### src/logic/axi_mem_pkg.sv
package axi_mem_pkg;

    // axi burst types.
    localparam logic [1:0] burst_fixed = 2'b00;
    localparam logic [1:0] burst_incr  = 2'b01;
    localparam logic [1:0] burst_wrap  = 2'b10;

    localparam logic [1:0] resp_okay   = 2'b00;

    localparam int ID_W   = 12;
    localparam int ADDR_W = 32;
    localparam int DATA_W = 32;
    localparam int STRB_W = DATA_W / 8;
    localparam int LEN_W  = 8;

    localparam int MEM_WORDS = 1024; // 4 KiB, higher addresses alias.
    localparam int MEM_AW    = $clog2(MEM_WORDS);

    // busy for the last REFRESH_CYCLES of each period.
    localparam int REFRESH_PERIOD = 64;
    localparam int REFRESH_CYCLES = 3;
    localparam int REFRESH_W      = $clog2(REFRESH_PERIOD);

    // bridge states.
    localparam logic [1:0] st_idle  = 2'b00;
    localparam logic [1:0] st_write = 2'b01;
    localparam logic [1:0] st_resp  = 2'b10;
    localparam logic [1:0] st_read  = 2'b11;

endpackage

### src/logic/burst_addr_gen.sv
`timescale 1ns/1ps

module burst_addr_gen (
    input  logic                           aclk,
    input  logic                           aresetn,
    input  logic                           load,
    input  logic                           step,
    input  logic [1:0]                     burst,
    input  logic [axi_mem_pkg::ADDR_W-1:0] start_addr,
    input  logic [axi_mem_pkg::LEN_W-1:0]  len,
    input  logic [2:0]                     size,
    output logic [axi_mem_pkg::ADDR_W-1:0] cur_addr
);
    import axi_mem_pkg::*;

    logic [ADDR_W-1:0] addr_q;
    logic [ADDR_W-1:0] mask_q; // set bits never change during the burst.
    logic [ADDR_W-1:0] mask_d;
    logic [2:0]        size_q;
    logic [ADDR_W-1:0] addr_inc;

    always_comb begin
        case (burst)
            burst_fixed: mask_d = '1;
            // wrap boundary is the total burst size in bytes.
            burst_wrap:  mask_d = ~(((ADDR_W'(len) + ADDR_W'(1)) << size) - ADDR_W'(1));
            default:     mask_d = '0;
        endcase
    end

    assign addr_inc = addr_q + (ADDR_W'(1) << size_q);

    always_ff @(posedge aclk or negedge aresetn) begin
        if (!aresetn) begin
            addr_q <= '0;
            mask_q <= '0;
            size_q <= '0;
        end else if (load) begin
            addr_q <= start_addr;
            mask_q <= mask_d;
            size_q <= size;
        end else if (step) begin
            addr_q <= (addr_q & mask_q) | (addr_inc & ~mask_q);
        end
    end

    assign cur_addr = addr_q;

    // only power-of-two wrap lengths are legal.
    wrap_len_legal: assert property (@(posedge aclk) disable iff (!aresetn)
        load && burst == burst_wrap |->
            len == LEN_W'(1) || len == LEN_W'(3) || len == LEN_W'(7) || len == LEN_W'(15));

endmodule

### src/logic/axi2mem_bridge.sv
`timescale 1ns/1ps

module axi2mem_bridge (
    input  logic                           aclk,
    input  logic                           aresetn,
    input  logic [axi_mem_pkg::ID_W-1:0]   s_awid,
    input  logic [axi_mem_pkg::ADDR_W-1:0] s_awaddr,
    input  logic [axi_mem_pkg::LEN_W-1:0]  s_awlen,
    input  logic [2:0]                     s_awsize,
    input  logic [1:0]                     s_awburst,
    input  logic                           s_awvalid,
    output logic                           s_awready,
    input  logic [axi_mem_pkg::DATA_W-1:0] s_wdata,
    input  logic [axi_mem_pkg::STRB_W-1:0] s_wstrb,
    input  logic                           s_wlast,
    input  logic                           s_wvalid,
    output logic                           s_wready,
    output logic [axi_mem_pkg::ID_W-1:0]   s_bid,
    output logic [1:0]                     s_bresp,
    output logic                           s_bvalid,
    input  logic                           s_bready,
    input  logic [axi_mem_pkg::ID_W-1:0]   s_arid,
    input  logic [axi_mem_pkg::ADDR_W-1:0] s_araddr,
    input  logic [axi_mem_pkg::LEN_W-1:0]  s_arlen,
    input  logic [2:0]                     s_arsize,
    input  logic [1:0]                     s_arburst,
    input  logic                           s_arvalid,
    output logic                           s_arready,
    output logic [axi_mem_pkg::ID_W-1:0]   s_rid,
    output logic [axi_mem_pkg::DATA_W-1:0] s_rdata,
    output logic [1:0]                     s_rresp,
    output logic                           s_rlast,
    output logic                           s_rvalid,
    input  logic                           s_rready,
    output logic                           m_cs,
    output logic                           m_we,
    output logic [axi_mem_pkg::ADDR_W-1:0] m_addr,
    output logic [axi_mem_pkg::STRB_W-1:0] m_byte,
    output logic [axi_mem_pkg::DATA_W-1:0] m_di,
    input  logic [axi_mem_pkg::DATA_W-1:0] m_do,
    input  logic                           m_busy
);
    import axi_mem_pkg::*;

    logic [1:0]        state;
    logic [1:0]        state_nxt;
    logic [ID_W-1:0]   id_q;
    logic [LEN_W-1:0]  cnt;       // beats left minus one.
    logic              last_beat;
    logic              req_q;     // read word on m_do this cycle.
    logic              hold_q;    // word parked in skid_q.
    logic [DATA_W-1:0] skid_q;
    logic              ar_acc;
    logic              aw_acc;
    logic              w_acc;
    logic              r_acc;
    logic              rd_issue;
    logic              load;
    logic [1:0]        ld_burst;
    logic [ADDR_W-1:0] ld_addr;
    logic [LEN_W-1:0]  ld_len;
    logic [2:0]        ld_size;
    logic [ADDR_W-1:0] cur_addr;

    assign s_arready = (state == st_idle);
    assign s_awready = (state == st_idle) && !s_arvalid; // read wins a tie.
    assign s_wready  = (state == st_write) && !m_busy;
    assign s_bvalid  = (state == st_resp);
    assign s_rvalid  = req_q || hold_q;

    assign ar_acc    = s_arvalid && s_arready;
    assign aw_acc    = s_awvalid && s_awready;
    assign w_acc     = s_wvalid && s_wready;
    assign r_acc     = s_rvalid && s_rready;
    assign load      = ar_acc || aw_acc;
    assign last_beat = (cnt == '0);

    assign ld_burst = ar_acc ? s_arburst : s_awburst;
    assign ld_addr  = ar_acc ? s_araddr : s_awaddr;
    assign ld_len   = ar_acc ? s_arlen : s_awlen;
    assign ld_size  = ar_acc ? s_arsize : s_awsize;

    // next read only once the pending word leaves this cycle.
    assign rd_issue = (state == st_read) && !m_busy &&
                      (!s_rvalid || (s_rready && !last_beat));

    assign m_cs   = rd_issue || ((state == st_write) && s_wvalid && !m_busy);
    assign m_we   = (state == st_write);
    assign m_addr = cur_addr;
    assign m_byte = s_wstrb;
    assign m_di   = s_wdata;

    assign s_bid   = id_q;
    assign s_bresp = resp_okay;
    assign s_rid   = id_q;
    assign s_rresp = resp_okay;
    assign s_rdata = hold_q ? skid_q : m_do;
    assign s_rlast = s_rvalid && last_beat;

    burst_addr_gen u_addr (
        .aclk       (aclk),
        .aresetn    (aresetn),
        .load       (load),
        .step       (m_cs),
        .burst      (ld_burst),
        .start_addr (ld_addr),
        .len        (ld_len),
        .size       (ld_size),
        .cur_addr   (cur_addr)
    );

    always_comb begin
        state_nxt = state;
        case (state)
            st_idle: begin
                if (ar_acc) begin
                    state_nxt = st_read;
                end else if (aw_acc) begin
                    state_nxt = st_write;
                end
            end
            st_write: if (w_acc && last_beat) state_nxt = st_resp;
            st_resp:  if (s_bready) state_nxt = st_idle;
            st_read:  if (r_acc && last_beat) state_nxt = st_idle;
            default:  state_nxt = st_idle;
        endcase
    end

    always_ff @(posedge aclk or negedge aresetn) begin
        if (!aresetn) begin
            state <= st_idle;
        end else begin
            state <= state_nxt;
        end
    end

    always_ff @(posedge aclk or negedge aresetn) begin
        if (!aresetn) begin
            id_q <= '0;
            cnt  <= '0;
        end else if (load) begin
            id_q <= ar_acc ? s_arid : s_awid;
            cnt  <= ld_len;
        end else if (w_acc || r_acc) begin
            cnt <= cnt - LEN_W'(1);
        end
    end

    always_ff @(posedge aclk or negedge aresetn) begin
        if (!aresetn) begin
            req_q  <= 1'b0;
            hold_q <= 1'b0;
        end else begin
            req_q <= rd_issue;
            if (req_q && !s_rready) begin
                hold_q <= 1'b1;
            end else if (r_acc) begin
                hold_q <= 1'b0;
            end
        end
    end

    always_ff @(posedge aclk) begin
        if (req_q && !s_rready) skid_q <= m_do; // r stalled.
    end

    // a new read never lands beside a parked word.
    one_read_in_flight: assert property (@(posedge aclk) disable iff (!aresetn)
        m_cs && !m_we |=> !hold_q);

    rvalid_held: assert property (@(posedge aclk) disable iff (!aresetn)
        s_rvalid && !s_rready |=> s_rvalid && $stable(s_rdata) && $stable(s_rlast));

    // b never overlaps a read beat.
    bvalid_no_read: assert property (@(posedge aclk) disable iff (!aresetn)
        s_bvalid |-> !s_rvalid);

    wlast_matches_len: assert property (@(posedge aclk) disable iff (!aresetn)
        w_acc |-> s_wlast == last_beat);

endmodule

### config.mk
export PLATFORM = sky130hd
export DESIGN_NAME = axi2mem_bridge
export DESIGN_NICKNAME = d
export VERILOG_FILES = /design/src/logic/axi_mem_pkg.sv /design/src/logic/burst_addr_gen.sv /design/src/logic/axi2mem_bridge.sv
export SDC_FILE = /design/constraint.sdc
export NUM_CORES = 1
export LEC_CHECK = 0
export BUFFER_PORTS_ARGS = -buffer_cell sky130_fd_sc_hd__buf_2
export CAP_MARGIN = 20
export CORE_MARGIN = 2
export CORE_UTILIZATION = 30
export DETAILED_ROUTE_END_ITERATION = 8
export GPL_TIMING_DRIVEN = 0
export PLACE_DENSITY_LB_ADDON = 0.15
export SYNTH_ARGS = -nofsm -noshare
export SYNTH_HDL_FRONTEND = slang
export SYNTH_SLANG_ARGS = --single-unit
export TNS_END_PERCENT = 30
### constraint.sdc
create_clock -name aclk -period 5.3 [get_ports aclk]
set_clock_uncertainty 0.2 [all_clocks]
set_input_delay 0.53 -clock aclk [delete_from_list [all_inputs] [get_ports aclk]]
set_output_delay 0.53 -clock aclk [all_outputs]
set_load 0.005 [all_outputs]
**Word level (Yosys, flattened, before mapping)**

Cells that the tools add are included.

- Register bits: 123
- Logic and storage cells: 79

- Add/subtract/negate cells: 4
- Equality and inequality tests: 8
- Shift operators: 2
- Mux-type cells: 19
- Bitwise gates (word level): 5
- Reduce and logical (&&, ||, !) cells: 32

Operators with widths:

| operator | number |
|---|---|
| 32-bit 2-to-1 mux | 4 |
| 32-bit AND | 2 |
| 32-bit inverter | 2 |
| 32-bit case mux with 2 select lines | 1 |
| 32-bit adder | 1 |
| 32-bit OR | 1 |
| 1-bit by 3-bit left shift with 32-bit output (first input constant) | 1 |
| 32-bit by 3-bit left shift with 32-bit output | 1 |
| 32-bit by 1-bit subtractor with 32-bit output (second input constant) | 1 |
| 8-bit 2-to-1 mux | 3 |
| 1-bit logical AND | 15 |
| 12-bit 2-to-1 mux | 1 |
| 2-bit 2-to-1 mux | 6 |
| 8-bit by 1-bit adder with 9-bit output (second input constant) | 1 |
| 8-bit zero test | 1 |
| 2-bit case mux with 4 select lines | 1 |
| 8-bit by 1-bit subtractor with 8-bit output (second input constant) | 1 |
| 2-bit == test (second input constant) | 3 |
| 2-bit by 1-bit inequality test with 1-bit output (second input constant) | 3 |
| 2-bit nonzero test | 3 |
| 1-bit zero test | 5 |
| 1-bit logical OR | 5 |
| 2-bit zero test | 2 |
| 4-bit AND reduction | 1 |
| other kinds (4) | 5 |

**Longest topological paths before layout**

Gate-level depths: netlist (run 1).

- Word-level depth: 8
- Gate-level depth with buffers: 22

**Hierarchy**

Synthesis (run 1) repeated with hierarchy kept, for this count alone.

- Cells, all modules: 868
- Area total of the unflattened synthesis: 8,368.0 um^2

Modules (own cells, without submodules):

| module | times used | cells each | area an instance (um^2) |
|---|---|---|---|
| burst_addr_gen | 1 | 546 | 4,673.2 |
| axi2mem_bridge | 1 | 322 | 3,694.8 |

**Least setup slack after synthesis (run 1)**

OpenSTA, ideal clock, no wires.

- Kind: input -> register
- Start: in s_arvalid
- End: reg u_addr.mask_q[15]
- Library setup time: 135 ps
- Arrival: 4,548 ps
- Path slack: 418 ps
- Cell stages on the path: 21
- Path through: nor3b_1 buf_2 buf_2 clkbuf_1 buf_1 nand2_1 nand2_1 ha_1 clkbuf_1 nand2_1 o21ai_0 nand3_1 a211oi_1 o31ai_1 a211o_1 nor3b_2 nand3_1 a21oi_1 ha_1 nor2_1 o21ai_0

- Cells in the longest elaborated chain, start to end: 7

RTL lines:

| item | line | source |
|---|---|---|
| start: declaration | axi2mem_bridge.sv:27 | `input logic s_arvalid,` |
| 1-bit logical AND | axi2mem_bridge.sv:71 | `assign ar_acc = s_arvalid && s_arready;` |
| 8-bit 2-to-1 mux | axi2mem_bridge.sv:80 | `assign ld_len = ar_acc ? s_arlen : s_awlen;` |
| 8-bit by 1-bit adder with 9-bit output | burst_addr_gen.sv:26 | `burst_wrap: mask_d = ~(((ADDR_W'(len) + ADDR_W'(1)) << size) - ADDR_W'(1));` |
| 32-bit by 3-bit left shift with 32-bit output | burst_addr_gen.sv:26 |  |
| 32-bit by 1-bit subtractor with 32-bit output | burst_addr_gen.sv:26 |  |
| 32-bit inverter | burst_addr_gen.sv:26 |  |
| 32-bit case mux with 2 select lines | burst_addr_gen.sv:23 | `case (burst)` |
| end signal: assignment | burst_addr_gen.sv:40 | `mask_q <= mask_d;` |
| end: declaration | burst_addr_gen.sv:17 | `logic [ADDR_W-1:0] mask_q;` |

Parallel ways exist; a longest one is shown, timed or not.
A chain may end at the register's enable or synchronous reset.

**Worst setup path after layout (run 1)**

- Start: reg state[0]
- End: reg u_addr.mask_q[15]

- Cells in the longest elaborated chain, start to end: 8

RTL lines:

| item | line | source |
|---|---|---|
| start: declaration | axi2mem_bridge.sv:45 | `logic [1:0] state;` |
| start signal: assignment | axi2mem_bridge.sv:131 | `state <= st_idle;` |
| start signal: assignment | axi2mem_bridge.sv:133 | `state <= state_nxt;` |
| 2-bit zero test * | axi2mem_bridge.sv:65, axi2mem_bridge.sv:66 |  |
| 1-bit logical AND | axi2mem_bridge.sv:71 |  |
| 8-bit 2-to-1 mux | axi2mem_bridge.sv:80 |  |
| 8-bit by 1-bit adder with 9-bit output | burst_addr_gen.sv:26 |  |
| 32-bit by 3-bit left shift with 32-bit output | burst_addr_gen.sv:26 |  |
| 32-bit by 1-bit subtractor with 32-bit output | burst_addr_gen.sv:26 |  |
| 32-bit inverter | burst_addr_gen.sv:26 |  |
| 32-bit case mux with 2 select lines | burst_addr_gen.sv:23 |  |

Mark *: on every way between the ends. The rest lies on a longest branch, timed or not.

==> results.tsv, run 1 <==
stage	metric	value	unit
logic_synthesis	Synth warnings	0	
floorplanning	Initial Utilization	30.5	%
place	Final Wtd Congestion	0.867	
place	Placed Instance Area	10100	µm²
pwr	Peak VDD IR	0.000239	V
cells_and_area	most frequent cells in the layout	buf_2 (284), nand2_1 (152), dfrtp_1 (90)	
cells_and_area	share of layout cells above drive strength 1	34.8	%
grt	vias in the first global route	7649	
logic_synthesis	Avg Synthesized Cell Area	8.74	µm²
logic_synthesis	asr flop ratio synth	73.8	%
clock_tree	CTS root buf	clkbuf_16	
timing	endpoints failing setup	0	
clock_tree	Clk Latency, worst-skew pair	430	ps
grt	global route overflow	0	
place	post-DP HPWL	21600	µm
critical_path	CP Class	reg -> reg	
timing	RSZ-0062 raised after global routing	no	
place	port bufs	280	
routing	vias	8122	
routing	initial DRC count	517	
clock_tree	H-tree lvl count	4	
clock_tree	deepest clock path buffer count	2	
clock_tree	CTS clk-pin slew, worst paths	70	ps
logic_synthesis	Synth area leader	dfrtp_1	
critical_path	CP Data Arrival Time	5130	ps
logic_synthesis	Cells after Synth	937	
logic_synthesis	share of the synthesized area in the top cell type	27.5	%
critical_path	startpoint types	flop	
place	Placement Setup Slack	-1320	ps
pwr	leak pwr	4.87	nW
cells_and_area	n_diodes	0	
logic_synthesis	FF+latch count, synth	122	
floorplanning	Die Span X	169	µm
floorplanning	Ports	327	
pwr	total power	5.33	mW
logic_synthesis	Synth area leaders	dfrtp_1 (27%), edfxtp_1 (12%), nand2_1 (7.0%)	
cells_and_area	fin util	40.0	%
timing	fmax	198	MHz
critical_path	Worst EP required	5390	ps
critical_path	critical path peak fanout	10	
grt	initial antenna violation count	0	
routing	Pre-antenna DRT Iters	6	
routing	Routed WL per cell	17.7	µm
clock_tree	Inserted Clock Buffers	17	
logic_synthesis	register area share after synthesis	39.2	%
status	status	finished, final reports clean	
timing	setup ws final	262	ps
timing	Final Critical Period	5040	ps
worst_hold_path	worst hold path class	in -> reg	
timing	Tcrit/Tclk final	95.1	%
routing	post-route ant nets	0	
cells_and_area	commonest non-fill, non-tap cell in the layout	buf_2	
logic_synthesis	Post-synth EDFFs	32	
cells_and_area	fin nets	1449	
timing	final hold vios	0	
routing	final wirelength	28300	µm
critical_path	R2R depth	21	
timing	hold_ws	93.0	ps
critical_path	origin of the critical flop-to-flop path	state[0]	
critical_path	crit path capture	u_addr.mask_q[15]	
cells_and_area	fin area	10700	µm²
floorplanning	Die ar.	28600	µm²
clock_tree	TritonCTS clock tree	built	
timing	Max Transition Viols Final	0	
grt	Global Route Usage Sum	19.5	%
floorplanning	die height	169	µm
logic_synthesis	post-synthesis cell area	8190	µm²
routing	DR vias/cell	5.08	
pwr	Power Density	497	nW/µm²
critical_path	CP startpoint	state[0]	
cells_and_area	Area Overhead vs Synth	31.1	%
timing	Worst Max-Slew Pin Slew	944	ps
critical_path	reg2reg end	u_addr.mask_q[15]	
critical_path	R2R Setup Slk	260	ps
critical_path	crit end category	flop	
floorplanning	core area	26900	µm²
run	Max Cap Viol	0	
grt	first-pass GRT wire length	43600	µm
floorplanning	Core Rows	60	
timing	Slew HR	36.9	%
logic_synthesis	Synth Flop Type	dfrtp_1	
logic_synthesis	Synth cell types	75	
routing	DRC	0	
grt	largest net degree at the start of global routing	50	
clock_tree	CTS sink count	122	
-- where the power goes --
group          switching (mW)  internal, mW
clock network           0.531         0.626
registers               0.309          1.34
logic                    1.41          1.12
total                    2.25          3.08
-- metal layers --
metal  share of wire [%]  routed length (µm)  track usage (%)  vias to the layer above
met5                   0                   0                0                        -
met1                  45               12800             26.7                     3903
met3                 4.4                1240             2.92                       32
met2                  49               13800             32.2                      249
li1                    -                   -                -                     3938
met4                 1.6                 460             5.02                        0
-- how the worst min path moves through the flow --
| stage | from | end | slack (ps) | cells past startpoint |
|---|---|---|---|---|
| after floorplan | aresetn | asynchronous set/reset pin | 30 | 0 |
| after global placement | u_addr.mask_q[30] | u_addr.mask_q[30] | 260 | 1 |
| after detailed placement | u_addr.mask_q[30] | u_addr.mask_q[30] | 270 | 1 |
| after CTS | m_do[26] | skid_q[26] | 70 | 1 |
| after global routing | m_do[21] | skid_q[21] | 80 | 1 |
| final | m_busy | req_q | 90 | 2 |
-- metrics by stage --
step                cells  setup TNS, ps
global route         1598              0
finish               1598              0
floorplan             940              0
global placement     1561         -23700
detailed placement   1562         -25060
CTS                  1598              0
-- cells in the mapped netlist (19+ instances only) --
library cell,number
and3_1,23
clkbuf_1,43
nand2_1,152
edfxtp_1,32
nand3_1,33
nor2_1,54
a31oi_1,33
a21oi_1,39
a21o_1,19
o21ai_0,46
dfrtp_1,90
mux2_2,35
inv_1,23
xnor2_1,27
buf_4,52
nor3_1,21
-- worst max-delay path, cell delays in order (launching register included) --
cell      delay, ps
dfrtp_1         360
buf_2           180
or3b_1          350
buf_2           200
clkbuf_4        210
buf_4           220
buf_6           190
nand2_1          70
nand2_1         110
ha_2            270
clkbuf_4        210
nor3b_1         150
o21ai_0         290
a31oi_1         160
or4_1           580
o21ai_2         150
nor3b_4         260
nand3_1         120
a21oi_1         150
ha_1            240
nor2_1          130
o21ai_0          90
-- kinds of logic after synthesis --
logic type                 share of synthesized area [%]
DFF                                                 39.2
xor gates and xnor gates                            4.28
other                                             0.0458
adders and majority gates                           2.23
AOI/OAI and AO/OA                                   17.6
buffers and inverters                               8.71
and+or+nand+nor                                     21.8
muxes                                               6.16
-- cell type report --
class	instances	area, µm²
sequential	122	3210
clock buffer	17	425
inverter	24	90.1
timing repair buffer	285	1460
buffer	109	656
clock inverter	15	143
tap	341	427
fill	2789	16100
multi-input combinational	685	4320
-- timing repair --
item | 4_1_cts | 5_1_grt
endpoints found under the setup margin | 27 | 17
endpoints found under the hold margin | 41 | 0
pin swaps | 1 | 0
hold buffers | 1 | 0
buffers inserted | 3 | 0
resized for setup | 15 | 13
(Power assumes the default switching activity.)
==> inputs of run 2 (changes only) <==
PLACE_DENSITY_LB_ADDON = unset   (was 0.15)
==> results.tsv, run 2 (synthesis gave the netlist of run 1 again) <==
stage	metric	value	unit	change
status	status	finished, final reports clean		
clock_tree	CTS sink count	122		unchanged
timing	Tcrit/Tclk final	95.1	%	about the same
floorplanning	die height	169	µm	unchanged
clock_tree	TritonCTS clock tree	built		
floorplanning	Die Span X	169	µm	unchanged
clock_tree	deepest clock path buffer count	2		unchanged
worst_hold_path	worst hold path class	in -> reg		
timing	setup ws final	261	ps	-0.958 ps
clock_tree	Inserted Clock Buffers	17		unchanged
timing	fmax	198	MHz	about the same
floorplanning	Initial Utilization	30.5	%	unchanged
floorplanning	Ports	327		unchanged
grt	global route overflow	0		unchanged
pwr	total power	5.38	mW	+0.81%
place	post-DP HPWL	21600	µm	+0.23%
routing	Routed WL per cell	17.4	µm	-1.6%
critical_path	R2R Setup Slk	260	ps	about the same
place	Placement Setup Slack	-1250	ps	+66.8 ps
critical_path	critical path peak fanout	10		unchanged
cells_and_area	commonest non-fill, non-tap cell in the layout	buf_2		
worst_hold_path	Hold Path Depth	1		-1
timing	final hold vios	0		unchanged
critical_path	CP Data Arrival Time	5110	ps	-20 ps
cells_and_area	fin nets	1448		-0.069%
critical_path	R2R depth	20		-4.8%
cells_and_area	fin util	40.1	%	+0.12 points
timing	endpoints failing setup	0		unchanged
grt	Global Route Usage Sum	18.9	%	-0.60 points
cells_and_area	Fillers	2802		+0.47%
grt	vias in the first global route	7527		-1.6%
critical_path	Slowest-stage cell, CP	a211oi_1		
routing	vias	8147		+0.31%
floorplanning	Die ar.	28600	µm²	unchanged
clock_tree	Clk Latency, worst-skew pair	420	ps	about the same
grt	largest net degree at the start of global routing	67		+34%
routing	post-route ant nets	0		unchanged
pwr	Power Density	499	nW/µm²	+0.52%
critical_path	most frequent CP cell	clkbuf_4		
grt	first-pass GRT wire length	42400	µm	-2.6%
critical_path	Worst EP required	5380	ps	about the same
critical_path	crit end category	flop		
floorplanning	core area	26900	µm²	unchanged
critical_path	startpoint types	flop		
routing	DRC	0		unchanged
critical_path	max incr delay on CP	640	ps	+60 ps
pwr	Peak VDD IR	0.000247	V	+3.3%
clock_tree	CTS root buf	clkbuf_16		
cells_and_area	most frequent cells in the layout	buf_2 (284), nand2_1 (152), dfrtp_1 (90)		
clock_tree	CTS clk-pin slew, worst paths	60	ps	about the same
critical_path	critical-path cell list	buf_2 -> or3b_1 -> buf_2 -> clkbuf_4 -> clkbuf_4 -> buf_4 -> nand2_1 -> nand2_1 -> ha_2 -> clkbuf_4 -> xnor2_1 -> a211oi_1 -> o22ai_1 -> a211o_1 -> nor3b_4 -> nand3_1 -> a21oi_1 -> ha_1 -> nor2_1 -> o21ai_0		
worst_hold_path	hold_sp	m_do[1]		
routing	DR vias/cell	5.10		+0.31%
cells_and_area	share of layout cells above drive strength 1	35.0	%	+0.11 points
routing	initial DRC count	461		-11%
place	port bufs	280		unchanged
place	Final Wtd Congestion	0.865		-0.15%
routing	final wirelength	27800	µm	-1.6%
critical_path	CP Class	reg -> reg		
timing	hold_ws	98.4	ps	+5.38 ps
cells_and_area	Area Overhead vs Synth	31.5	%	
timing	Final Critical Period	5040	ps	+0.958 ps
grt	initial antenna violation count	1		+1
routing	Pre-antenna DRT Iters	7		+1
timing	Slew HR	38.3	%	+1.4 points
timing	Max Transition Viols Final	0		unchanged
critical_path	origin of the critical flop-to-flop path	state[0]		
critical_path	CP startpoint	state[0]		
run	Max Cap Viol	0		unchanged
floorplanning	Core Rows	60		unchanged
pwr	leak pwr	4.88	nW	+0.24%
timing	Worst Max-Slew Pin Slew	899	ps	-45.2 ps
clock_tree	H-tree lvl count	4		unchanged
==> run 2: timing repair <==
item / CTS / global route
hold buffers: 1 / 0
resized for setup: 14 / 18
pin swaps: 1 / 1
buffers inserted: 2 / 0
setup endpoints to repair: 27 / 21
endpoints found under the hold margin: 24 / 0
==> run 2: metal layers <==
| metal | share of wire (%) | GRT usage, % |
|---|---|---|
| met1 | 45 | 26.1 |
| met2 | 49 | 30.6 |
| met3 | 4.8 | 2.80 |
| met4 | 1.7 | 5.65 |
| met5 | 0 | 0 |
==> run 2: final cells by class <==
class | instances | area [µm²] | area share [%]
Multi-Input combinational cell | 685 | 4340 | 40.3
Sequential cell | 122 | 3210 | 29.8
Timing Repair Buffer | 284 | 1460 | 13.5
Buffer | 109 | 648 | 6.02
Tap cell | 341 | 427 | 3.96
Clock buffer | 17 | 425 | 3.95
Clock inverter | 15 | 170 | 1.58
Inverter | 24 | 90.1 | 0.836
Antenna cell | 1 | 2.50 | 0.0232
==> run 2: worst max-delay path: cells and delay by family (launching register included) <==
kind | cells | cell delay (ps)
buffers and inverters | 6 | 1270
and+or+nand+nor | 6 | 1020
adders and majority gates | 2 | 500
DFF | 1 | 350
xor gates and xnor gates | 1 | 140
AOI/OAI and AO/OA | 5 | 1430
==> run 2: where the power goes <==
part | leakage [nW] | total, mW | switching, mW | internal (mW)
combinational | 3.25 | 2.54 | 1.43 | 1.12
clock | 0.288 | 1.18 | 0.509 | 0.673
sequential | 1.35 | 1.65 | 0.316 | 1.34
total | 4.88 | 5.38 | 2.25 | 3.12
==> run 2: per-stage QoR <==
step                area [µm²]  std cells  setup TNS (ps)
floorplan                 8200        940               0
global placement         10000       1561          -21050
detailed placement       10100       1562          -23370
CTS                      10700       1597               0
global route             10800       1598           -16.5
finish                   10800       1598               0
==> run 2: final timing paths <==
kind                                                   end
max in group asynchronous                           hold_q
min in group asynchronous       asynchronous set/reset pin
worst min register to register           u_addr.mask_q[22]
worst min-delay path                             skid_q[1]
worst max-delay path                     u_addr.mask_q[15]
worst max register to register           u_addr.mask_q[15]
